`src/lj_num_pkg.sv`:
```
// number formats of the force tile
// signed fixed point positions, coefficients and forces
// plus the pair sequencer states
package lj_num_pkg;

	localparam int pos_w = 10;
	localparam int pos_word_w = 3 * pos_w; // x 29:20, y 19:10, z 9:0
	localparam int disp_w = pos_w + 1; // difference of two positions
	localparam int coef_w = 16;
	localparam int r2_w = 20;
	localparam int frac_w = 8;
	localparam int force_w = 32;

	typedef logic signed [pos_w-1:0] pos_t;
	typedef logic signed [disp_w-1:0] disp_t;
	typedef logic signed [coef_w-1:0] coef_t; // c0 in 31:16, c1 in 15:0 of a table word
	typedef logic [r2_w-1:0] r2_t;
	typedef logic signed [force_w-1:0] force_t;

	typedef enum logic [1:0] {
		seq_idle,
		seq_run, // one pair read per cycle
		seq_drain // last read still in the register stage
	} seq_state_e;

endpackage

```
`src/lj_pipe_if.sv`:
```


interface lj_force_if #(parameter int REF_IW = 2);
	logic valid;
	logic keep; // pair passed the cutoff/self filter
	logic [REF_IW-1:0] ref_idx;
	logic last;
	lj_num_pkg::force_t fx;
	lj_num_pkg::force_t fy;
	lj_num_pkg::force_t fz;

	modport source (output valid, keep, ref_idx, last, fx, fy, fz);
	modport sink (input valid, keep, ref_idx, last, fx, fy, fz);
endinterface

```
`src/lj_force_accum.sv`:
```
// per reference force accumulator
// sums kept pair forces, publishes and clears on last,
// pulses done after the final reference
`timescale 1ns/100ps

module lj_force_accum #(
	parameter int REF_PARTICLE_NUM = 4,
	parameter int NEIGHBOR_PARTICLE_NUM = 6,
	localparam int REF_IW = (REF_PARTICLE_NUM > 1) ? $clog2(REF_PARTICLE_NUM) : 1
) (
	input  logic clk,
	input  logic rst_n,
	lj_force_if.sink frc,
	output lj_num_pkg::force_t force_x,
	output lj_num_pkg::force_t force_y,
	output lj_num_pkg::force_t force_z,
	output logic [REF_IW-1:0] force_ref,
	output logic force_valid,
	output logic done
);
	localparam int NBR_IW = (NEIGHBOR_PARTICLE_NUM > 1) ? $clog2(NEIGHBOR_PARTICLE_NUM) : 1;

	lj_num_pkg::force_t acc_x, acc_y, acc_z;
	lj_num_pkg::force_t add_x, add_y, add_z;
	logic [REF_IW-1:0] ref_cnt; // published references this run
	logic [NBR_IW-1:0] item_cnt; // items seen for current reference

	assign add_x = frc.keep ? frc.fx : '0; // filtered pairs add nothing
	assign add_y = frc.keep ? frc.fy : '0;
	assign add_z = frc.keep ? frc.fz : '0;

	always_ff @(posedge clk) begin
		if (!rst_n) begin
			acc_x <= '0;
			acc_y <= '0;
			acc_z <= '0;
			item_cnt <= '0;
			ref_cnt <= '0;
			force_valid <= 1'b0;
			done <= 1'b0;
		end else begin
			force_valid <= frc.valid && frc.last;
			done <= force_valid && ref_cnt == REF_IW'(REF_PARTICLE_NUM - 1);
			if (force_valid)
				ref_cnt <= (ref_cnt == REF_IW'(REF_PARTICLE_NUM - 1)) ? '0 : ref_cnt + 1'b1;
			if (frc.valid) begin
				acc_x <= frc.last ? '0 : acc_x + add_x; // clear for next reference
				acc_y <= frc.last ? '0 : acc_y + add_y;
				acc_z <= frc.last ? '0 : acc_z + add_z;
				item_cnt <= frc.last ? '0 : item_cnt + 1'b1;
			end
		end
	end

	always_ff @(posedge clk) begin
		if (frc.valid && frc.last) begin
			force_x <= acc_x + add_x; // includes the last item itself
			force_y <= acc_y + add_y;
			force_z <= acc_z + add_z;
			force_ref <= frc.ref_idx;
		end
	end

	assert property (@(posedge clk) disable iff (!rst_n) !(force_valid && done));
	// last must close exactly one neighbor sweep
	assert property (@(posedge clk) disable iff (!rst_n)
		frc.valid && frc.last |-> item_cnt == NBR_IW'(NEIGHBOR_PARTICLE_NUM - 1));

endmodule

```
`src/flat_wrapper.sv`:
```
// flat-port wrapper written by rule: the top's interface ports become plain ports
module lj_force_accum_flat 
#(
	parameter int REF_PARTICLE_NUM = 4,
	parameter int NEIGHBOR_PARTICLE_NUM = 6,
	localparam int REF_IW = (REF_PARTICLE_NUM > 1) ? $clog2(REF_PARTICLE_NUM) : 1
)
  (clk, rst_n, force_x, force_y, force_z, force_ref, force_valid, done, frc_valid, frc_keep, frc_ref_idx, frc_last, frc_fx, frc_fy, frc_fz);
  lj_force_if frc_i ();
  input  logic clk;
  input  logic rst_n;
  output lj_num_pkg::force_t force_x;
  output lj_num_pkg::force_t force_y;
  output lj_num_pkg::force_t force_z;
  output logic [REF_IW-1:0] force_ref;
  output logic force_valid;
  output logic done;
  input wire logic [$bits(frc_i.valid)-1:0] frc_valid;
  input wire logic [$bits(frc_i.keep)-1:0] frc_keep;
  input wire logic [$bits(frc_i.ref_idx)-1:0] frc_ref_idx;
  input wire logic [$bits(frc_i.last)-1:0] frc_last;
  input wire logic [$bits(frc_i.fx)-1:0] frc_fx;
  input wire logic [$bits(frc_i.fy)-1:0] frc_fy;
  input wire logic [$bits(frc_i.fz)-1:0] frc_fz;
  assign frc_i.valid = frc_valid;
  assign frc_i.keep = frc_keep;
  assign frc_i.ref_idx = frc_ref_idx;
  assign frc_i.last = frc_last;
  assign frc_i.fx = frc_fx;
  assign frc_i.fy = frc_fy;
  assign frc_i.fz = frc_fz;
  lj_force_accum #(.REF_PARTICLE_NUM(REF_PARTICLE_NUM), .NEIGHBOR_PARTICLE_NUM(NEIGHBOR_PARTICLE_NUM)) u_core (.clk(clk), .rst_n(rst_n), .frc(frc_i), .force_x(force_x), .force_y(force_y), .force_z(force_z), .force_ref(force_ref), .force_valid(force_valid), .done(done));
endmodule
```
`config.mk`:
```
export PLATFORM = sky130hd
export DESIGN_NAME = lj_force_accum_flat
export DESIGN_NICKNAME = d
export VERILOG_FILES = /design/src/lj_num_pkg.sv /design/src/lj_pipe_if.sv /design/src/lj_force_accum.sv /design/src/flat_wrapper.sv
export SDC_FILE = /design/constraint.sdc
export NUM_CORES = 1
export LEC_CHECK = 0
export BUFFER_PORTS_ARGS = -buffer_cell sky130_fd_sc_hd__buf_4
export CORE_UTILIZATION = 60
export CTS_CLUSTER_DIAMETER = 30
export CTS_CLUSTER_SIZE = 10
export DETAILED_ROUTE_END_ITERATION = 10
export GPL_TIMING_DRIVEN = 0
export HOLD_SLACK_MARGIN = 0.03
export PLACE_DENSITY = 0.86
export SYNTH_ARGS = -nofsm -noshare
export SYNTH_HDL_FRONTEND = slang
export SYNTH_SLANG_ARGS = --single-unit
```
`constraint.sdc`:
```
create_clock -name clk -period 6.3 [get_ports clk]
set_clock_uncertainty 0.05 [all_clocks]
set_input_delay 0.315 -clock clk [delete_from_list [all_inputs] [get_ports clk]]
set_output_delay 0.315 -clock clk [all_outputs]
set_load 0.05 [all_outputs]
```
==> reports/qor.yml <==
crit_type: "primary input to flip-flop"
grt_setup_unrepaired: "false"
die_y_um: 141.9
cts-root-buf: "clkbuf_16"
cts_tree: "yes"
fin_util_pct: 74.79
first_pass_iters: 6
final_layout_size_suffix_gt1_share_pct: 17.06
antenna_found_initial: 0
wl_met1_um: 12980
drt_iter0_markers: 604
end_kind: "flip-flop"
core_mm2: 0.01896
hold_buffers: 2
path_clk_slew_ns: 0.07
io_pins: 203
period_needed_ns: 3.997
wire_per_inst_um: 17.41
io_buffers: 199
p_leak_nw: 6.285
area_growth_syn_to_layout_pct: 20.80
ys_top_cells_by_count: "and2_1, dfxtp_1, edfxtp_1"
initial_utilization_pct: 61.91
htree_levels: 4
num_rows: 50
yosysMostFrequentCell: "and2_1"
cp_max_fo: 10
grt_pass1_vias: 9540
met2_wirelength_um: 13900
synthCells: 1179
die_area_mm2: 0.02012
setup_viol: 0
synthFlopType: "dfxtp_1"
yosysTopAreaCellShare_pct: 25.07
route.met3.wl_um: 1484
grt_first_pass_wirelength_um: 46840
fmax_ghz: 0.2502
tns_ns: 0
maxUsedRoutingLayer: "met4"
synth_edf_count: 98
worst_pin_slew_ns: 0.8516
maxCapViolCount: 0
synth-seq-cells: 198
cts-resized-gates: 0
via_per_inst: 5.878
slowest_stage: "clkbuf_1"
syn_area_mm2: 0.01174
worst_setup_path_start_kind: "primary input"
status: "finished clean"
ys_warn_count: 0
synth_compound_area_share_pct: 21.93
muxShareOfSynthArea_pct: 0.4264
nets: 1600
synth-xor-area-share_pct: 6.642
hold_path.class: "primary input to flip-flop"
synth-async-reset-ratio_pct: 0
r2r_start: "u_core.acc_y[0]"
hold_violations: 0
numCtsBuffers: 17
yosys.area_share.adder_pct: 10.53
synth-seq-area-share_pct: 42.13
place_inst: 1639
num_vias: 9834
synth_cell_types: 63
postCtsSetupRepairBufs: 0
synth_area_leaders: "edfxtp_1, dfxtp_1, ha_1"
cp.required_ns: 6.42
syn_avg_cell_area_um2: 9.954
total_power_mw: 3.146
fin_crit_sh_pct: 63.44
clk_latency_ns: 0.44
r2r_slack_ns: 2.98
clockBufferDepth: 2
final_cells: 1673
grt_max_degree: 69
ir_drop_mv: 0.1894
grt.total_usage_pct: 29.74
fill_cells: 1394
powerDensity_mw_per_mm2: 221.9
synth-simple-area-share_pct: 15.70
holdWs_ns: 0.2786
place_congestion: 0.9117
routed_wl_um: 29130
cp.arrival_ns: 4.12
startpoint: "frc_keep"
antenna_cells: 0
synth_nets: 1379
die_width_um: 141.9
grt_overflow: 0
path_cells: "buf_4 > clkbuf_1 > clkbuf_1 > and2_1 > ha_1 > a211oi_1 > o21bai_1 > a31oi_1 > o21ai_0 > a21oi_1 > o21ai_1 > a221o_1 > a21oi_1 > xnor2_1"
crit_buf_inv: 3
drc: 0
cts_sinks: 198
worst_path_largest_cell_delay_ns: 0.67
slew_violations: 0
slew_headroom_pct: 43.22
synth_top_area_cell: "edfxtp_1"
cp_top_family: "compound AO/OA/AOI/OAI gates"
drtAntennaViolNets: 0
post-dp-hpwl_um: 21550
hp-start: "frc_fz[0]"
synth_top_family_by_area: "compound AO/OA/AOI/OAI gates"
[path summary, 6_finish.rpt]
path | endpoint | depth (start not counted)
worst max register to register | u_core.force_y[28] | 11
worst min register to register | u_core.acc_y[28] | 2
worst max-delay path | u_core.force_y[28] | 14
worst min-delay path | u_core.force_z[0] | 3
[registers in the layout, summed over array words and instances, names as in the netlist]
signal              count
u_core.force_y         32
u_core.force_z         32
u_core.ref_cnt          2
u_core.force_ref        2
u_core.acc_z           32
u_core.force_x         32
u_core.acc_y           32
u_core.acc_x           32
u_core.done             1
u_core.force_valid      1
[placed cells by master (no fill, tap or decap), drive strengths merged, types with 27 or more instances in the layout]
cell type  synthesis  layout
buf                2     202
nand2             55      55
clkbuf            57      78
ha                94      94
a21o              50      50
xor2              27      27
edfxtp            98      98
dfxtp            100     100
a21oi             90      90
nor2b             55      55
a22o              48      48
xnor2             62      62
and2             103     103
nor2              49      49
o21ai             52      52
a22oi             38      38
[where the power goes]
group | internal, mW | leakage, nW | switching, mW | total [mW]
Clock | 0.581 | 0.279 | 0.499 | 1.08
Combinational | 0.227 | 4.25 | 0.381 | 0.609
Sequential | 1.43 | 1.75 | 0.0291 | 1.46
[layout make-up]
type | count | area [µm²] | share of cell area (%)
Multi-Input combinational cell | 899 | 6485 | 45.74
Sequential cell | 198 | 4945 | 34.88
Timing Repair Buffer | 202 | 1541 | 10.87
Clock buffer | 21 | 471.7 | 3.327
Tap cell | 260 | 325.3 | 2.295
Buffer | 59 | 222.7 | 1.571
Clock inverter | 11 | 100.1 | 0.7060
Inverter | 23 | 86.33 | 0.6090
[through the flow]
| step | setup slack [ns] | area, µm² |
|---|---|---|
| final | 2.303 | 14180 |
| after detailed placement | 1.932 | 13590 |
| after global placement | 1.624 | 13560 |
| after floorplan | 2.907 | 11740 |
| after global routing | 2.151 | 14180 |
| after CTS | 2.375 | 14180 |
[per-layer routing]
layer / vias up / global-route usage, %
met5: - / 0
met4: 0 / 10.87
met3: 57 / 4.590
met2: 317 / 50.40
met1: 4656 / 38.48
li1: 4804 / -
[logic make-up (layout without fill, tap and decap cells)]
group / count (synthesis) / after routing
mux: 5 / 5
fa+ha+maj: 97 / 97
compound gates: 373 / 373
simple gates: 335 / 335
xor+xnor: 89 / 89
flops: 198 / 198
buf+inv: 82 / 316
[worst min-delay path, stage by stage]
cell and delay (ns):
buf_4 0.07, and2_1 0.12, ha_1 0.14
Power figures use the tool's default switching activity.
