===== config.mk =====
export PLATFORM = sky130hd
export DESIGN_NAME = lj_force_pipe_flat
export DESIGN_NICKNAME = d
export VERILOG_FILES = /design/src/lj_cfg_pkg.sv /design/src/lj_num_pkg.sv /design/src/lj_pipe_if.sv /design/src/lj_force_pipe.sv /design/src/flat_wrapper.sv
export SDC_FILE = /design/constraint.sdc
export NUM_CORES = 2
export LEC_CHECK = 0
export BUFFER_PORTS_ARGS = -buffer_cell sky130_fd_sc_hd__buf_2
export CORE_MARGIN = 4
export CORE_UTILIZATION = 45
export DETAILED_ROUTE_END_ITERATION = 10
export SYNTH_ARGS = -nofsm -noshare
export SYNTH_HDL_FRONTEND = slang
export SYNTH_SLANG_ARGS = --single-unit

===== constraint.sdc =====
create_clock -name clk -period 20.4 [get_ports clk]
set_clock_uncertainty 0.2 [all_clocks]
set_input_delay 4.08 -clock clk [delete_from_list [all_inputs] [get_ports clk]]
set_output_delay 4.08 -clock clk [all_outputs]
set_load 0.02 [all_outputs]

===== src/lj_cfg_pkg.sv =====
// force tile APB map
// region select from the upper address bits, word index below it
// control and status bit positions
package lj_cfg_pkg;

	localparam int apb_addr_w = 14;
	localparam int apb_data_w = 32;
	localparam int region_lsb = 12; // paddr[13:12] picks the region
	localparam int region_w = 2;
	localparam int idx_lsb = 2; // word aligned index inside a region
	localparam int idx_w = 10;

	typedef enum logic [region_w-1:0] {
		region_reg = 2'd0, // ctrl and status
		region_ref = 2'd1, // reference positions
		region_nbr = 2'd2, // neighbor positions
		region_coef = 2'd3 // c0/c1 table
	} apb_region_e;

	localparam logic [region_lsb-1:0] ctrl_off = 12'h000;
	localparam logic [region_lsb-1:0] stat_off = 12'h004;
	localparam int ctrl_start_bit = 0;
	localparam int stat_busy_bit = 0;
	localparam int stat_done_bit = 1;

endpackage


===== src/lj_num_pkg.sv =====
// number formats of the force tile
// signed fixed point positions, coefficients and forces
// plus the pair sequencer states
package lj_num_pkg;

	localparam int pos_w = 10;
	localparam int pos_word_w = 3 * pos_w; // x 29:20, y 19:10, z 9:0
	localparam int disp_w = pos_w + 1; // difference of two positions
	localparam int coef_w = 16;
	localparam int r2_w = 20;
	localparam int frac_w = 8;
	localparam int force_w = 32;

	typedef logic signed [pos_w-1:0] pos_t;
	typedef logic signed [disp_w-1:0] disp_t;
	typedef logic signed [coef_w-1:0] coef_t; // c0 in 31:16, c1 in 15:0 of a table word
	typedef logic [r2_w-1:0] r2_t;
	typedef logic signed [force_w-1:0] force_t;

	typedef enum logic [1:0] {
		seq_idle,
		seq_run, // one pair read per cycle
		seq_drain // last read still in the register stage
	} seq_state_e;

endpackage


===== src/lj_pipe_if.sv =====
// internal streams of the force tile
// RAM write requests, pair stream and force stream, valid only
`timescale 1ns/100ps

interface lj_wr_if;
	logic we; // one word per cycle, no reply
	lj_cfg_pkg::apb_region_e region;
	logic [lj_cfg_pkg::idx_w-1:0] addr; // word index
	logic [lj_cfg_pkg::apb_data_w-1:0] data;

	modport master (output we, region, addr, data);
	modport slave (input we, region, addr, data);
endinterface

interface lj_pair_if #(parameter int REF_IW = 2);
	logic valid;
	logic [REF_IW-1:0] ref_idx;
	logic last; // final neighbor of this reference
	lj_num_pkg::disp_t dx;
	lj_num_pkg::disp_t dy;
	lj_num_pkg::disp_t dz;
	lj_num_pkg::r2_t r2; // saturated

	modport source (output valid, ref_idx, last, dx, dy, dz, r2);
	modport sink (input valid, ref_idx, last, dx, dy, dz, r2);
endinterface

interface lj_force_if #(parameter int REF_IW = 2);
	logic valid;
	logic keep; // pair passed the cutoff/self filter
	logic [REF_IW-1:0] ref_idx;
	logic last;
	lj_num_pkg::force_t fx;
	lj_num_pkg::force_t fy;
	lj_num_pkg::force_t fz;

	modport source (output valid, keep, ref_idx, last, fx, fy, fz);
	modport sink (input valid, keep, ref_idx, last, fx, fy, fz);
endinterface


===== src/lj_force_pipe.sv =====
// force pipeline, four stages
// filter plus segment/bin/frac split, coefficient read,
// f = c0 + ((c1 * frac) >>> 8), then (f * d) >>> 8 per axis
`timescale 1ns/100ps

module lj_force_pipe #(
	parameter int SEGMENT_NUM = 8,
	parameter int BIN_WIDTH = 3,
	parameter lj_num_pkg::r2_t CUTOFF_2 = 20'd40000,
	parameter int REF_IW = 2
) (
	input  logic clk,
	input  logic rst_n,
	lj_wr_if.slave wr,
	lj_pair_if.sink pair,
	lj_force_if.source frc
);
	localparam int RW = lj_num_pkg::r2_w;
	localparam int FW = lj_num_pkg::frac_w;
	localparam int SEG_W = (SEGMENT_NUM > 1) ? $clog2(SEGMENT_NUM) : 1;
	localparam int TBL_AW = SEG_W + BIN_WIDTH;
	localparam int SEG_LO = $clog2(CUTOFF_2) - SEGMENT_NUM; // lead-one position of segment 0

	typedef struct packed {
		logic keep;
		logic last;
		logic [REF_IW-1:0] ref_idx;
		lj_num_pkg::disp_t dx;
		lj_num_pkg::disp_t dy;
		lj_num_pkg::disp_t dz;
	} side_t;

	logic [lj_cfg_pkg::apb_data_w-1:0] coef_ram [2**TBL_AW];
	logic [lj_cfg_pkg::apb_data_w-1:0] coef_q; // c0 high half, c1 low half
	side_t side_q [1:3];
	logic [1:3] vld_q;
	logic [4:0] lead, p_eff, s1_seg;
	lj_num_pkg::r2_t mant;
	logic [BIN_WIDTH-1:0] s1_bin;
	logic [FW-1:0] s1_frac, s2_frac;
	logic signed [lj_num_pkg::coef_w+FW:0] prod;
	lj_num_pkg::force_t s3_f;

	always_ff @(posedge clk) begin
		if (wr.we && wr.region == lj_cfg_pkg::region_coef)
			coef_ram[wr.addr[TBL_AW-1:0]] <= wr.data;
	end

	always_comb begin
		lead = '0;
		for (int i = 0; i < RW; i++) begin
			if (pair.r2[i])
				lead = 5'(i);
		end
	end

	assign p_eff = (lead < 5'(SEG_LO)) ? 5'(SEG_LO) : lead; // short range folds into segment 0
	assign mant = pair.r2 << (5'(RW - 1) - p_eff); // leading one lands on the msb

	always_ff @(posedge clk) begin
		side_q[1].keep <= pair.r2 != '0 && pair.r2 < CUTOFF_2; // self pair and cutoff
		side_q[1].last <= pair.last;
		side_q[1].ref_idx <= pair.ref_idx;
		side_q[1].dx <= pair.dx;
		side_q[1].dy <= pair.dy;
		side_q[1].dz <= pair.dz;
		s1_seg <= p_eff - 5'(SEG_LO);
		s1_bin <= mant[RW-2 -: BIN_WIDTH]; // bits just below the leading one
		s1_frac <= mant[RW-2-BIN_WIDTH -: FW];
		coef_q <= coef_ram[{s1_seg[SEG_W-1:0], s1_bin}];
		s2_frac <= s1_frac;
		side_q[2] <= side_q[1];
		s3_f <= lj_num_pkg::coef_t'(coef_q[31:16]) + (prod >>> FW); // floor shift
		side_q[3] <= side_q[2];
		frc.fx <= (s3_f * side_q[3].dx) >>> FW;
		frc.fy <= (s3_f * side_q[3].dy) >>> FW;
		frc.fz <= (s3_f * side_q[3].dz) >>> FW;
		frc.keep <= side_q[3].keep;
		frc.last <= side_q[3].last; // filtered pairs still carry last
		frc.ref_idx <= side_q[3].ref_idx;
	end

	assign prod = lj_num_pkg::coef_t'(coef_q[15:0]) * $signed({1'b0, s2_frac});

	always_ff @(posedge clk) begin
		if (!rst_n) begin
			vld_q <= '0;
			frc.valid <= 1'b0;
		end else begin
			vld_q <= {pair.valid, vld_q[1:2]};
			frc.valid <= vld_q[3]; // fixed 4 cycle latency
		end
	end

	assert property (@(posedge clk) disable iff (!rst_n)
		vld_q[1] && side_q[1].keep |-> s1_seg < 5'(SEGMENT_NUM));

endmodule


===== src/flat_wrapper.sv =====
// flat-port wrapper written by rule: the top's interface ports become plain ports
module lj_force_pipe_flat 
#(
	parameter int SEGMENT_NUM = 8,
	parameter int BIN_WIDTH = 3,
	parameter lj_num_pkg::r2_t CUTOFF_2 = 20'd40000,
	parameter int REF_IW = 2
)
  (clk, rst_n, wr_we, wr_region, wr_addr, wr_data, pair_valid, pair_ref_idx, pair_last, pair_dx, pair_dy, pair_dz, pair_r2, frc_valid, frc_keep, frc_ref_idx, frc_last, frc_fx, frc_fy, frc_fz);
  lj_wr_if wr_i ();
  lj_pair_if #(.REF_IW(REF_IW)) pair_i ();
  lj_force_if #(.REF_IW(REF_IW)) frc_i ();
  input  logic clk;
  input  logic rst_n;
  input wire logic [$bits(wr_i.we)-1:0] wr_we;
  input wire logic [$bits(wr_i.region)-1:0] wr_region;
  input wire logic [$bits(wr_i.addr)-1:0] wr_addr;
  input wire logic [$bits(wr_i.data)-1:0] wr_data;
  input wire logic [$bits(pair_i.valid)-1:0] pair_valid;
  input wire logic [$bits(pair_i.ref_idx)-1:0] pair_ref_idx;
  input wire logic [$bits(pair_i.last)-1:0] pair_last;
  input wire logic [$bits(pair_i.dx)-1:0] pair_dx;
  input wire logic [$bits(pair_i.dy)-1:0] pair_dy;
  input wire logic [$bits(pair_i.dz)-1:0] pair_dz;
  input wire logic [$bits(pair_i.r2)-1:0] pair_r2;
  output wire logic [$bits(frc_i.valid)-1:0] frc_valid;
  output wire logic [$bits(frc_i.keep)-1:0] frc_keep;
  output wire logic [$bits(frc_i.ref_idx)-1:0] frc_ref_idx;
  output wire logic [$bits(frc_i.last)-1:0] frc_last;
  output wire logic [$bits(frc_i.fx)-1:0] frc_fx;
  output wire logic [$bits(frc_i.fy)-1:0] frc_fy;
  output wire logic [$bits(frc_i.fz)-1:0] frc_fz;
  assign wr_i.we = wr_we;
  assign wr_i.region = wr_region;
  assign wr_i.addr = wr_addr;
  assign wr_i.data = wr_data;
  assign pair_i.valid = pair_valid;
  assign pair_i.ref_idx = pair_ref_idx;
  assign pair_i.last = pair_last;
  assign pair_i.dx = pair_dx;
  assign pair_i.dy = pair_dy;
  assign pair_i.dz = pair_dz;
  assign pair_i.r2 = pair_r2;
  assign frc_valid = frc_i.valid;
  assign frc_keep = frc_i.keep;
  assign frc_ref_idx = frc_i.ref_idx;
  assign frc_last = frc_i.last;
  assign frc_fx = frc_i.fx;
  assign frc_fy = frc_i.fy;
  assign frc_fz = frc_i.fz;
  lj_force_pipe #(.SEGMENT_NUM(SEGMENT_NUM), .BIN_WIDTH(BIN_WIDTH), .CUTOFF_2(CUTOFF_2), .REF_IW(REF_IW)) u_core (.clk(clk), .rst_n(rst_n), .wr(wr_i), .pair(pair_i), .frc(frc_i));
endmodule

==> flow_summary.yaml <==
timing:
  drv_slew: 0
  setup_tns_ns: 0
  rsz0062_at_grt: "false"
  setup_viol: 0
  finalHoldViolCount: 0
  period_share_pct: 35.8
  tightest_slew_ns: 1.22
  fmax_ghz: 0.137
  finalCriticalPeriod_ns: 7.31
  maxSlewHeadroom_pct: 18.7
hold_path:
  hp-class: "reg2reg"
  worstHoldStart: "u_core.side_q[0][74]"
synth:
  syn_inst: 6343
  netlist_top_cells_area: "edfxtp_1 56%, mux4_2 14%, fa_1 12%, dfxtp_1 4.8%, ha_1 2.8%"
  synth.distinct_cells: 71
  synth.net_count: 7360
  yosysSeqAreaShare_pct: 60.6
  synthArstFlopShare_pct: 0
  netlist.area_leader.share_pct: 55.8
  synthFlopType: "edfxtp_1"
  syn_avg_cell_area_um2: 17.4
  yosys_warnings: 0
  synth_area_leader_cell: "edfxtp_1"
  synth_edf_count: 2048
  syn-cell-area_um2: 110000
  ys_ff_latch: 2311
worst_setup_path:
  required_ns: 20.95
  worst_path_most_repeated_cell: "fa_1"
  cp-startpoint: "u_core.s2_frac[0]"
  path_max_fanout: 15
  criticalPathCategory: "reg2reg"
  crit_arrival_ns: 7.86
  startpoint_type: "register"
  cpPeakStageDelay_ns: 0.68
  slowest_stage: "dfxtp_1"
  end_kind: "register"
  timing.rr.start: "u_core.s2_frac[0]"
placement:
  portBuffers: 200
  dp_hpwl_um: 149000
  gp_congestion: 0.799
floorplan:
  die_area_um2: 253000
  num_rows: 181
  start_util_pct: 45.3
  die_w_um: 503
  io_pins: 205
  die_h_um: 503
  core_area_um2: 243000
drt:
  vias_per_cell: 5.51
  drt_pass1_iterations: 5
  drc: 0
  totalWireLength_um: 255000
  vias: 55076
  ant_nets: 0
  drt_iter0_drc: 4932
  wire_per_inst_um: 25.5
cts:
  cts_tree: "yes"
  cts-root-buf: "clkbuf_16"
  htree_levels: 4
  post_cts_resize_count: 0
  postCtsHoldBufs: 0
  clkSinkCount: 2311
  clk_path_buf_depth: 3
  post_cts.repair.setup_buffers: 0
  cts_buffers: 230
  insertion_delay_ns: 0.89
  path_clk_slew_ns: 0.06
grt:
  grt.total_usage_pct: 20.5
  first_global_vias: 58349
  antenna_found_initial: 22
  overflow: 0
  grt_pass1_wl_um: 382000
  grt_start_max_net_pins: 114
finish:
  final_nets: 7611
  area_growth_pct: 11.6
  nFillCells: 19840
  drive_gt1_share_pct: 20.8
outcome:
  status: "complete, no violations"
run:
  cap_violations: 0
-- cells in the final DEF (no fill, tap or decap), drive strengths merged, types with 4 or more instances in the layout --
master    count
a21o         36
diode         7
nand3        22
a221oi        4
nor2b        14
xor2         27
a41oi         4
a31oi         6
or3           6
ha          250
and3         17
xnor2        63
inv         768
nand2       369
o22ai         4
nand2b       50
clkinv      102
o21ai        46
fa          663
mux2          9
o211ai        5
a21oi        53
o31ai         7
nor2        156
clkinvlp      8
a211oi       13
mux4        666
clkbuf      284
buf         319
nor3         34
edfxtp     2048
o21a         26
and2        348
bufinv       21
dfxtp       263
mux2i        34
-- logic make-up after synthesis --
family,Yosys count,synth area share [%]
compound gates,230,1.42
xor+xnor,90,0.715
fa+ha+maj,913,14.9
buf+inv,1059,3.75
flops,2311,60.6
mux,709,14.0
simple gates,1031,4.64
-- per-stage QoR --
step                      setup WS [ns]  util, %  area (um2)  instances  hold slack [ns]
after global routing              12.58     50.5      123000       9991            0.118
after global placement            13.01     47.4      115000       9564            0.110
final                             13.09     50.5      123000       9995            0.120
after detailed placement          13.02     47.4      115000       9564            0.112
after floorplan                   13.49        -      110000       6343            0.110
after CTS                         13.02     50.5      123000       9988            0.102
-- sequential cells by signal (all words and copies together) (netlist names) --
name and cells:
u_core.coef_ram 2048, u_core.side_q 111, u_core.coef_q 32, u_core.frc.fx 24
u_core.frc.fy 24, u_core.frc.fz 24, u_core.s3_f 18, u_core.s1_frac 8
u_core.s2_frac 8, u_core.s1_bin 3, u_core.s1_seg 3, u_core.vld_q 3
u_core.frc.ref_idx 2, u_core.frc.keep 1, u_core.frc.last 1, u_core.frc.valid 1
-- cell type report --
type | instances | area [um2] | share of cell area [%]
tap | 3202 | 4010 | 3.26
multi-input combinational | 2973 | 39800 | 32.4
antenna | 7 | 17.5 | 0.0142
timing repair buffer | 319 | 1920 | 1.56
clock inverter | 140 | 1500 | 1.22
clock buffer | 284 | 6060 | 4.93
sequential | 2311 | 66800 | 54.3
inverter | 759 | 2850 | 2.32
-- Yosys cell counts (all sizes together) (6+ instances only) --
| cell type | number |
|---|---|
| clkbuf | 211 |
| a21oi | 53 |
| or3 | 6 |
| nand3 | 22 |
| and2 | 348 |
| mux2 | 9 |
| o21a | 26 |
| xor2 | 27 |
| nand2b | 50 |
| nor2 | 156 |
| o21ai | 46 |
| inv | 759 |
| edfxtp | 2048 |
| fa | 663 |
| nor3 | 34 |
| nand2 | 369 |
| ha | 250 |
| dfxtp | 263 |
| xnor2 | 63 |
| and3 | 17 |
| a21o | 36 |
| mux4 | 666 |
| o31ai | 7 |
| a211oi | 13 |
| buf | 89 |
| mux2i | 34 |
| a31oi | 6 |
| nor2b | 14 |
-- critical path: cells and delay by family (launching register included) --
family	cells	cell delay [ns]
buf+inv	3	0.15
flops	1	0.68
fa+ha+maj	6	2.61
compound gates	9	2.26
xor+xnor	1	0.37
simple gates	7	1.02
-- final timing paths --
kind	endpoint	slack, ns	depth (start not counted)
max reg2reg	u_core.s3_f[30]	13.09	26
min	u_core.side_q[0][111]	0.12	0
min reg2reg	u_core.side_q[0][111]	0.12	0
max	u_core.s3_f[30]	13.09	26
-- metal layers --
layer	vias up	track usage, %	part of all wire [%]
li1	23598	-	-
met1	29609	28.0	41
met2	1502	34.2	50
met3	353	4.18	6.6
met4	14	4.62	2.1
met5	-	0	0.034
Power is left out: the tool's default activity adds up to more than one toggle a clock period on the data nets, which glitch-free logic cannot reach.
