## config.mk

```make
export PLATFORM = sky130hd
export DESIGN_NAME = lj_pair_gen_flat
export DESIGN_NICKNAME = d
export VERILOG_FILES = /design/src/lj_cfg_pkg.sv /design/src/lj_num_pkg.sv /design/src/lj_pipe_if.sv /design/src/lj_pair_gen.sv /design/src/flat_wrapper.sv
export SDC_FILE = /design/constraint.sdc
export NUM_CORES = 1
export LEC_CHECK = 0
export BUFFER_PORTS_ARGS = -buffer_cell sky130_fd_sc_hd__buf_4
export CAP_MARGIN = 5
export CORE_ASPECT_RATIO = 1.75
export CORE_UTILIZATION = 60
export DETAILED_ROUTE_END_ITERATION = 7
export PLACE_DENSITY = 0.87
export SYNTH_ARGS = -nofsm -noshare
export SYNTH_HDL_FRONTEND = slang
export SYNTH_SLANG_ARGS = --single-unit
```

## constraint.sdc

```tcl
create_clock -name clk -period 20.9 [get_ports clk]
set_input_delay 1.045 -clock clk [delete_from_list [all_inputs] [get_ports clk]]
set_output_delay 1.045 -clock clk [all_outputs]
set_load 0.01 [all_outputs]
```

## src/lj_cfg_pkg.sv

```systemverilog
// force tile APB map
// region select from the upper address bits, word index below it
// control and status bit positions
package lj_cfg_pkg;

	localparam int apb_addr_w = 14;
	localparam int apb_data_w = 32;
	localparam int region_lsb = 12; // paddr[13:12] picks the region
	localparam int region_w = 2;
	localparam int idx_lsb = 2; // word aligned index inside a region
	localparam int idx_w = 10;

	typedef enum logic [region_w-1:0] {
		region_reg = 2'd0, // ctrl and status
		region_ref = 2'd1, // reference positions
		region_nbr = 2'd2, // neighbor positions
		region_coef = 2'd3 // c0/c1 table
	} apb_region_e;

	localparam logic [region_lsb-1:0] ctrl_off = 12'h000;
	localparam logic [region_lsb-1:0] stat_off = 12'h004;
	localparam int ctrl_start_bit = 0;
	localparam int stat_busy_bit = 0;
	localparam int stat_done_bit = 1;

endpackage

```

## src/lj_num_pkg.sv

```systemverilog
// number formats of the force tile
// signed fixed point positions, coefficients and forces
// plus the pair sequencer states
package lj_num_pkg;

	localparam int pos_w = 10;
	localparam int pos_word_w = 3 * pos_w; // x 29:20, y 19:10, z 9:0
	localparam int disp_w = pos_w + 1; // difference of two positions
	localparam int coef_w = 16;
	localparam int r2_w = 20;
	localparam int frac_w = 8;
	localparam int force_w = 32;

	typedef logic signed [pos_w-1:0] pos_t;
	typedef logic signed [disp_w-1:0] disp_t;
	typedef logic signed [coef_w-1:0] coef_t; // c0 in 31:16, c1 in 15:0 of a table word
	typedef logic [r2_w-1:0] r2_t;
	typedef logic signed [force_w-1:0] force_t;

	typedef enum logic [1:0] {
		seq_idle,
		seq_run, // one pair read per cycle
		seq_drain // last read still in the register stage
	} seq_state_e;

endpackage

```

## src/lj_pipe_if.sv

```systemverilog
// internal streams of the force tile
// RAM write requests, pair stream and force stream, valid only
`timescale 1ns/100ps

interface lj_wr_if;
	logic we; // one word per cycle, no reply
	lj_cfg_pkg::apb_region_e region;
	logic [lj_cfg_pkg::idx_w-1:0] addr; // word index
	logic [lj_cfg_pkg::apb_data_w-1:0] data;

	modport master (output we, region, addr, data);
	modport slave (input we, region, addr, data);
endinterface

interface lj_pair_if #(parameter int REF_IW = 2);
	logic valid;
	logic [REF_IW-1:0] ref_idx;
	logic last; // final neighbor of this reference
	lj_num_pkg::disp_t dx;
	lj_num_pkg::disp_t dy;
	lj_num_pkg::disp_t dz;
	lj_num_pkg::r2_t r2; // saturated

	modport source (output valid, ref_idx, last, dx, dy, dz, r2);
	modport sink (input valid, ref_idx, last, dx, dy, dz, r2);
endinterface


```

## src/lj_pair_gen.sv

```systemverilog
// pair generator
// reference and neighbor position RAMs, walks every ref x neighbor pair
// and emits dx, dy, dz and saturated r2 one pair per cycle
`timescale 1ns/100ps

module lj_pair_gen #(
	parameter int REF_PARTICLE_NUM = 4,
	parameter int NEIGHBOR_PARTICLE_NUM = 6,
	localparam int REF_IW = (REF_PARTICLE_NUM > 1) ? $clog2(REF_PARTICLE_NUM) : 1
) (
	input  logic clk,
	input  logic rst_n,
	input  logic start,
	lj_wr_if.slave wr,
	lj_pair_if.source pair
);
	localparam int NBR_IW = (NEIGHBOR_PARTICLE_NUM > 1) ? $clog2(NEIGHBOR_PARTICLE_NUM) : 1;
	localparam int PW = lj_num_pkg::pos_w;
	localparam int RW = lj_num_pkg::r2_w;

	logic [lj_num_pkg::pos_word_w-1:0] ref_ram [REF_PARTICLE_NUM];
	logic [lj_num_pkg::pos_word_w-1:0] nbr_ram [NEIGHBOR_PARTICLE_NUM];
	logic [lj_num_pkg::pos_word_w-1:0] ref_word, nbr_word;
	lj_num_pkg::seq_state_e state;
	logic [REF_IW-1:0] ref_cnt, rd_ref;
	logic [NBR_IW-1:0] nbr_cnt;
	logic issue, nbr_end, last_pair, rd_valid, rd_last;
	lj_num_pkg::disp_t dx, dy, dz;
	logic [RW+1:0] sq_sum; // three squares of 11 bit values

	always_ff @(posedge clk) begin
		if (wr.we && wr.region == lj_cfg_pkg::region_ref)
			ref_ram[wr.addr[REF_IW-1:0]] <= wr.data[lj_num_pkg::pos_word_w-1:0];
		if (wr.we && wr.region == lj_cfg_pkg::region_nbr)
			nbr_ram[wr.addr[NBR_IW-1:0]] <= wr.data[lj_num_pkg::pos_word_w-1:0];
	end

	assign nbr_end = nbr_cnt == NBR_IW'(NEIGHBOR_PARTICLE_NUM - 1);
	assign last_pair = nbr_end && ref_cnt == REF_IW'(REF_PARTICLE_NUM - 1);
	assign issue = (state == lj_num_pkg::seq_idle && start) || state == lj_num_pkg::seq_run;

	always_ff @(posedge clk) begin
		if (!rst_n) begin
			state <= lj_num_pkg::seq_idle;
			ref_cnt <= '0;
			nbr_cnt <= '0;
			rd_valid <= 1'b0;
		end else begin
			rd_valid <= issue;
			case (state)
				lj_num_pkg::seq_idle:
					if (start)
						state <= last_pair ? lj_num_pkg::seq_drain : lj_num_pkg::seq_run;
				lj_num_pkg::seq_run: if (last_pair) state <= lj_num_pkg::seq_drain;
				default: if (!rd_valid) state <= lj_num_pkg::seq_idle; // last word registered
			endcase
			if (issue) begin
				nbr_cnt <= nbr_end ? '0 : nbr_cnt + 1'b1; // neighbor index runs inside ref index
				if (nbr_end)
					ref_cnt <= last_pair ? '0 : ref_cnt + 1'b1;
			end
		end
	end

	always_ff @(posedge clk) begin
		ref_word <= ref_ram[ref_cnt]; // read issued in the start cycle already
		nbr_word <= nbr_ram[nbr_cnt];
		rd_ref <= ref_cnt;
		rd_last <= nbr_end;
	end

	assign dx = lj_num_pkg::pos_t'(ref_word[2*PW +: PW]) - lj_num_pkg::pos_t'(nbr_word[2*PW +: PW]);
	assign dy = lj_num_pkg::pos_t'(ref_word[PW +: PW]) - lj_num_pkg::pos_t'(nbr_word[PW +: PW]);
	assign dz = lj_num_pkg::pos_t'(ref_word[0 +: PW]) - lj_num_pkg::pos_t'(nbr_word[0 +: PW]);
	assign sq_sum = dx * dx + dy * dy + dz * dz;

	always_ff @(posedge clk) begin
		if (!rst_n)
			pair.valid <= 1'b0;
		else
			pair.valid <= rd_valid;
		pair.ref_idx <= rd_ref;
		pair.last <= rd_last;
		pair.dx <= dx;
		pair.dy <= dy;
		pair.dz <= dz;
		pair.r2 <= (|sq_sum[RW+1:RW]) ? '1 : sq_sum[RW-1:0]; // clamp, always beyond cutoff
	end

	assert property (@(posedge clk) disable iff (!rst_n)
		state == lj_num_pkg::seq_idle |-> !pair.valid);
	// position RAMs stay frozen while the walk reads them
	assert property (@(posedge clk) disable iff (!rst_n)
		state != lj_num_pkg::seq_idle |-> !(wr.we &&
		(wr.region == lj_cfg_pkg::region_ref || wr.region == lj_cfg_pkg::region_nbr)));

endmodule

```

## src/flat_wrapper.sv

```systemverilog
// flat-port wrapper written by rule: the top's interface ports become plain ports
module lj_pair_gen_flat 
#(
	parameter int REF_PARTICLE_NUM = 4,
	parameter int NEIGHBOR_PARTICLE_NUM = 6,
	localparam int REF_IW = (REF_PARTICLE_NUM > 1) ? $clog2(REF_PARTICLE_NUM) : 1
)
  (clk, rst_n, start, wr_we, wr_region, wr_addr, wr_data, pair_valid, pair_ref_idx, pair_last, pair_dx, pair_dy, pair_dz, pair_r2);
  lj_wr_if wr_i ();
  lj_pair_if pair_i ();
  input  logic clk;
  input  logic rst_n;
  input  logic start;
  input wire logic [$bits(wr_i.we)-1:0] wr_we;
  input wire logic [$bits(wr_i.region)-1:0] wr_region;
  input wire logic [$bits(wr_i.addr)-1:0] wr_addr;
  input wire logic [$bits(wr_i.data)-1:0] wr_data;
  output wire logic [$bits(pair_i.valid)-1:0] pair_valid;
  output wire logic [$bits(pair_i.ref_idx)-1:0] pair_ref_idx;
  output wire logic [$bits(pair_i.last)-1:0] pair_last;
  output wire logic [$bits(pair_i.dx)-1:0] pair_dx;
  output wire logic [$bits(pair_i.dy)-1:0] pair_dy;
  output wire logic [$bits(pair_i.dz)-1:0] pair_dz;
  output wire logic [$bits(pair_i.r2)-1:0] pair_r2;
  assign wr_i.we = wr_we;
  assign wr_i.region = wr_region;
  assign wr_i.addr = wr_addr;
  assign wr_i.data = wr_data;
  assign pair_valid = pair_i.valid;
  assign pair_ref_idx = pair_i.ref_idx;
  assign pair_last = pair_i.last;
  assign pair_dx = pair_i.dx;
  assign pair_dy = pair_i.dy;
  assign pair_dz = pair_i.dz;
  assign pair_r2 = pair_i.r2;
  lj_pair_gen #(.REF_PARTICLE_NUM(REF_PARTICLE_NUM), .NEIGHBOR_PARTICLE_NUM(NEIGHBOR_PARTICLE_NUM)) u_core (.clk(clk), .rst_n(rst_n), .start(start), .wr(wr_i), .pair(pair_i));
endmodule
```

==> qor.csv <==
stage;metric;value;unit
outcome;status;finished, final reports clean;
worst_setup_path;Reg2Reg Capture Point;u_core.pair.r2[7];
clock_tree;CTS H-tree depth;2;
sta;Finish-stage setup viols;0;
final_layout;share of layout cells above drive strength 1;12.3;%
yosys;synth warn;0;
sta;min cycle time layout;10.39;ns
clock_tree;clk buf depth;3;
sta;Max-slew headroom;21.3;%
yosys;most numerous cell in the Yosys netlist;inv_1;
final_layout;# diodes;0;
global_route;pin count of the biggest net entering global routing;65;
sta;setup_tns;0;ns
clock_tree;post-CTS sizing;0;
drt;drt total wl;62.3;mm
drt;DR DRC count;0;
clock_tree;Reg clk slew, reported paths;0.07;ns
floorplanning;Core Area;45400;µm²
yosys;prevailing post-synth register cell;edfxtp_1;
global_route;remaining global-route overflow;0;
hold_path;Hold/Removal Path Class;reg -> reg;
placement;port bufs;95;
yosys;commonest cells in the netlist;inv_1 (489), fa_1 (379), edfxtp_1 (300);
sta;fmax;96.3;MHz
worst_setup_path;RR Startpoint;u_core.ref_word[10];
worst_setup_path;WP data arrival;10.83;ns
floorplanning;die area;47100;µm²
hold_path;Hold Path End;u_core.pair.ref_idx[1];
yosys;post-synth top area cell;edfxtp_1;
yosys;ys async rst share;0;%
clock_tree;clk_lat worst skew;0.56;ns
yosys;number of synthesized flops with an enable pin;300;
global_route;first-pass GRT wire length;97.3;mm
worst_setup_path;worst reg-to-reg setup slack;10.51;ns
drt;via count;16600;
worst_setup_path;Worst Path Buf+Inv;8;
floorplanning;Initial Utilization;61.1;%
yosys;Cell variety after synth;63;
drt;Routed WL per cell;21.6;µm
worst_setup_path;Worst Setup Start Kind;flop;
clock_tree;CTS root buf;clkbuf_16;
sta;post-route setup slack;10.51;ns
hold_path;Worst Hold Depth;0;
global_route;total track usage;28.0;%
placement;placed insts;2815;
drt;first-iteration detailed-routing DRC count;962;
clock_tree;CTS tree;built;
final_layout;Final nets;2837;
placement;dpl ws;10.72;ns
sta;Slew Limit Fails;0;
run;number of max-cap violations;0;
sta;final hold violation count;0;
worst_setup_path;worst stage delay on the critical path;0.70;ns
worst_setup_path;most used cell along the critical path;fa_1;
final_layout;Area Growth Syn to Fin;10.1;%
worst_setup_path;delay-heaviest family, CP;adder cells;
sta;Final period util;49.7;%
floorplanning;I/O Pins;105;
yosys;Area contributors post-synth;edfxtp_1 (33%), fa_1 (27%), dfxtp_1 (9.3%), inv_1 (6.6%), ha_1 (5.9%);
worst_setup_path;Critical Path Fanout Max;20;
floorplanning;Die Span Y;286;µm
sta;Layout Skew;0.0151;ns
hold_path;hold_sp;u_core.rd_ref[1];
clock_tree;post-CTS setup buffers;0;
worst_setup_path;crit path kind;reg -> reg;
yosys;#FFs+latches synth;428;
global_route;initial antenna violation count;0;
drt;final antenna-violating net count;0;
sta;Least-Margin Pin Slew;1.17;ns
final_layout;FF+latch area;11600;µm²
drt;Pre-antenna DRT Iters;5;
yosys;cell count after synthesis;2161;
drt;post-DR vias/cell;5.74;
final_layout;area of the multi-input gates;14100;µm²
final_layout;post-route non-filler standard cell count;2887;
sta;RSZ-0062 raised after global routing;false;
final_layout;FILL cells;3114;
floorplanning;Row Count;103;
placement;HPWL after detailed placement;45.7;mm
worst_setup_path;Worst setup EP type;flop;
yosys;mapped cell area;27700;µm²
clock_tree;total CTS buffers;39;
clock_tree;Post-CTS Hold Fix Bufs;0;
worst_setup_path;Slowest-stage cell, CP;fa_1;
floorplanning;die width;164;µm
worst_setup_path;Critical Path RT;21.34;ns
clock_tree;Sinks on Clock Net;428;
yosys;Mapped Nets;2719;
worst_setup_path;Reg2Reg Depth;35;
global_route;via count of the first global-routing pass;19000;
yosys;syn_area_per_cell;12.8;µm²
yosys;post-synth top area share;32.5;%
placement;RePlAce Congestion;0.963;
yosys;register area share after synthesis;41.8;%
-- through the flow --
step / util, % / hold WS [ns] / instance area [µm²]
after floorplan: - / 0.310 / 27700
after global placement: 64.3 / 0.315 / 29200
after detailed placement: 64.3 / 0.313 / 29200
after CTS: 67.2 / 0.326 / 30500
after global routing: 67.2 / 0.327 / 30500
final: 67.2 / 0.323 / 30500
-- how the worst max path moves through the flow --
stage | slack [ns] | startpoint | cells past startpoint | to
after floorplan | 12.04 | u_core.ref_word[10] | 38 | u_core.pair.r2[17]
final | 10.51 | u_core.ref_word[10] | 35 | u_core.pair.r2[7]
after CTS | 10.65 | u_core.ref_word[10] | 35 | u_core.pair.r2[7]
after detailed placement | 10.72 | u_core.ref_word[10] | 35 | u_core.pair.r2[7]
after global placement | 10.88 | u_core.ref_word[10] | 35 | u_core.pair.r2[7]
after global routing | 10.04 | u_core.ref_word[10] | 35 | u_core.pair.r2[7]
-- cell families (layout without fill, tap and decap cells) --
family,count (synthesis),after routing,share of synthesized area [%]
compound gates,122,122,2.90
simple gates,399,399,6.35
fa+ha+maj,510,510,33.3
flops,428,428,41.8
buf+inv,545,694,7.48
xor+xnor,62,62,2.04
mux,95,95,6.14
-- final cells by class --
cell class                 count  share of cell area [%]
inverter                     499                    6.14
sequential                   428                    38.0
multi-input combinational   1188                    46.2
clock inverter                20                   0.726
timing repair buffer         123                    3.03
tap                          577                    2.37
clock buffer                  52                    3.56
-- per-layer routing --
| layer | wire length [µm] | global-route usage (%) | vias up |
|---|---|---|---|
| li1 | - | - | 7084 |
| met1 | 19800 | 28.6 | 8445 |
| met2 | 33900 | 50.8 | 728 |
| met3 | 3390 | 4.21 | 317 |
| met4 | 5220 | 21.0 | 0 |
| met5 | 0 | 0 | - |
-- registers in the layout, indices dropped and copies added (netlist names) --
| signal | flops |
|---|---|
| u_core.pair.ref_idx | 2 |
| u_core.state | 2 |
| u_core.ref_cnt | 2 |
| u_core.pair.r2 | 20 |
| u_core.nbr_cnt | 3 |
| u_core.pair.last | 1 |
| u_core.rd_ref | 2 |
| u_core.nbr_word | 30 |
| u_core.pair.valid | 1 |
| u_core.pair.dz | 11 |
| u_core.pair.dy | 11 |
| u_core.ref_ram | 120 |
| u_core.nbr_ram | 180 |
| u_core.rd_last | 1 |
| u_core.rd_valid | 1 |
| u_core.pair.dx | 11 |
| u_core.ref_word | 30 |
-- layout by cell type, fill, tap and decap left out, drive strengths merged, types with 3 or more instances in the layout --
cell	count
ha	131
a21boi	4
nor2	180
o21a	3
fa	379
nand2b	14
a21o	11
nor2b	15
inv	495
bufinv	3
o21ai	24
o211ai	3
edfxtp	300
nand3b	7
and3	7
clkinv	19
a31oi	6
mux4	60
a21oi	52
clkbuf	52
and2	15
nand2	125
nand3	4
or3	5
mux2i	35
dfxtp	128
nor3	12
xnor2	44
buf	123
xor2	17
o21bai	4
or2	6
Power is not shown: default switching activity piles up to over one toggle a cycle in this logic, so the estimate is an artifact.
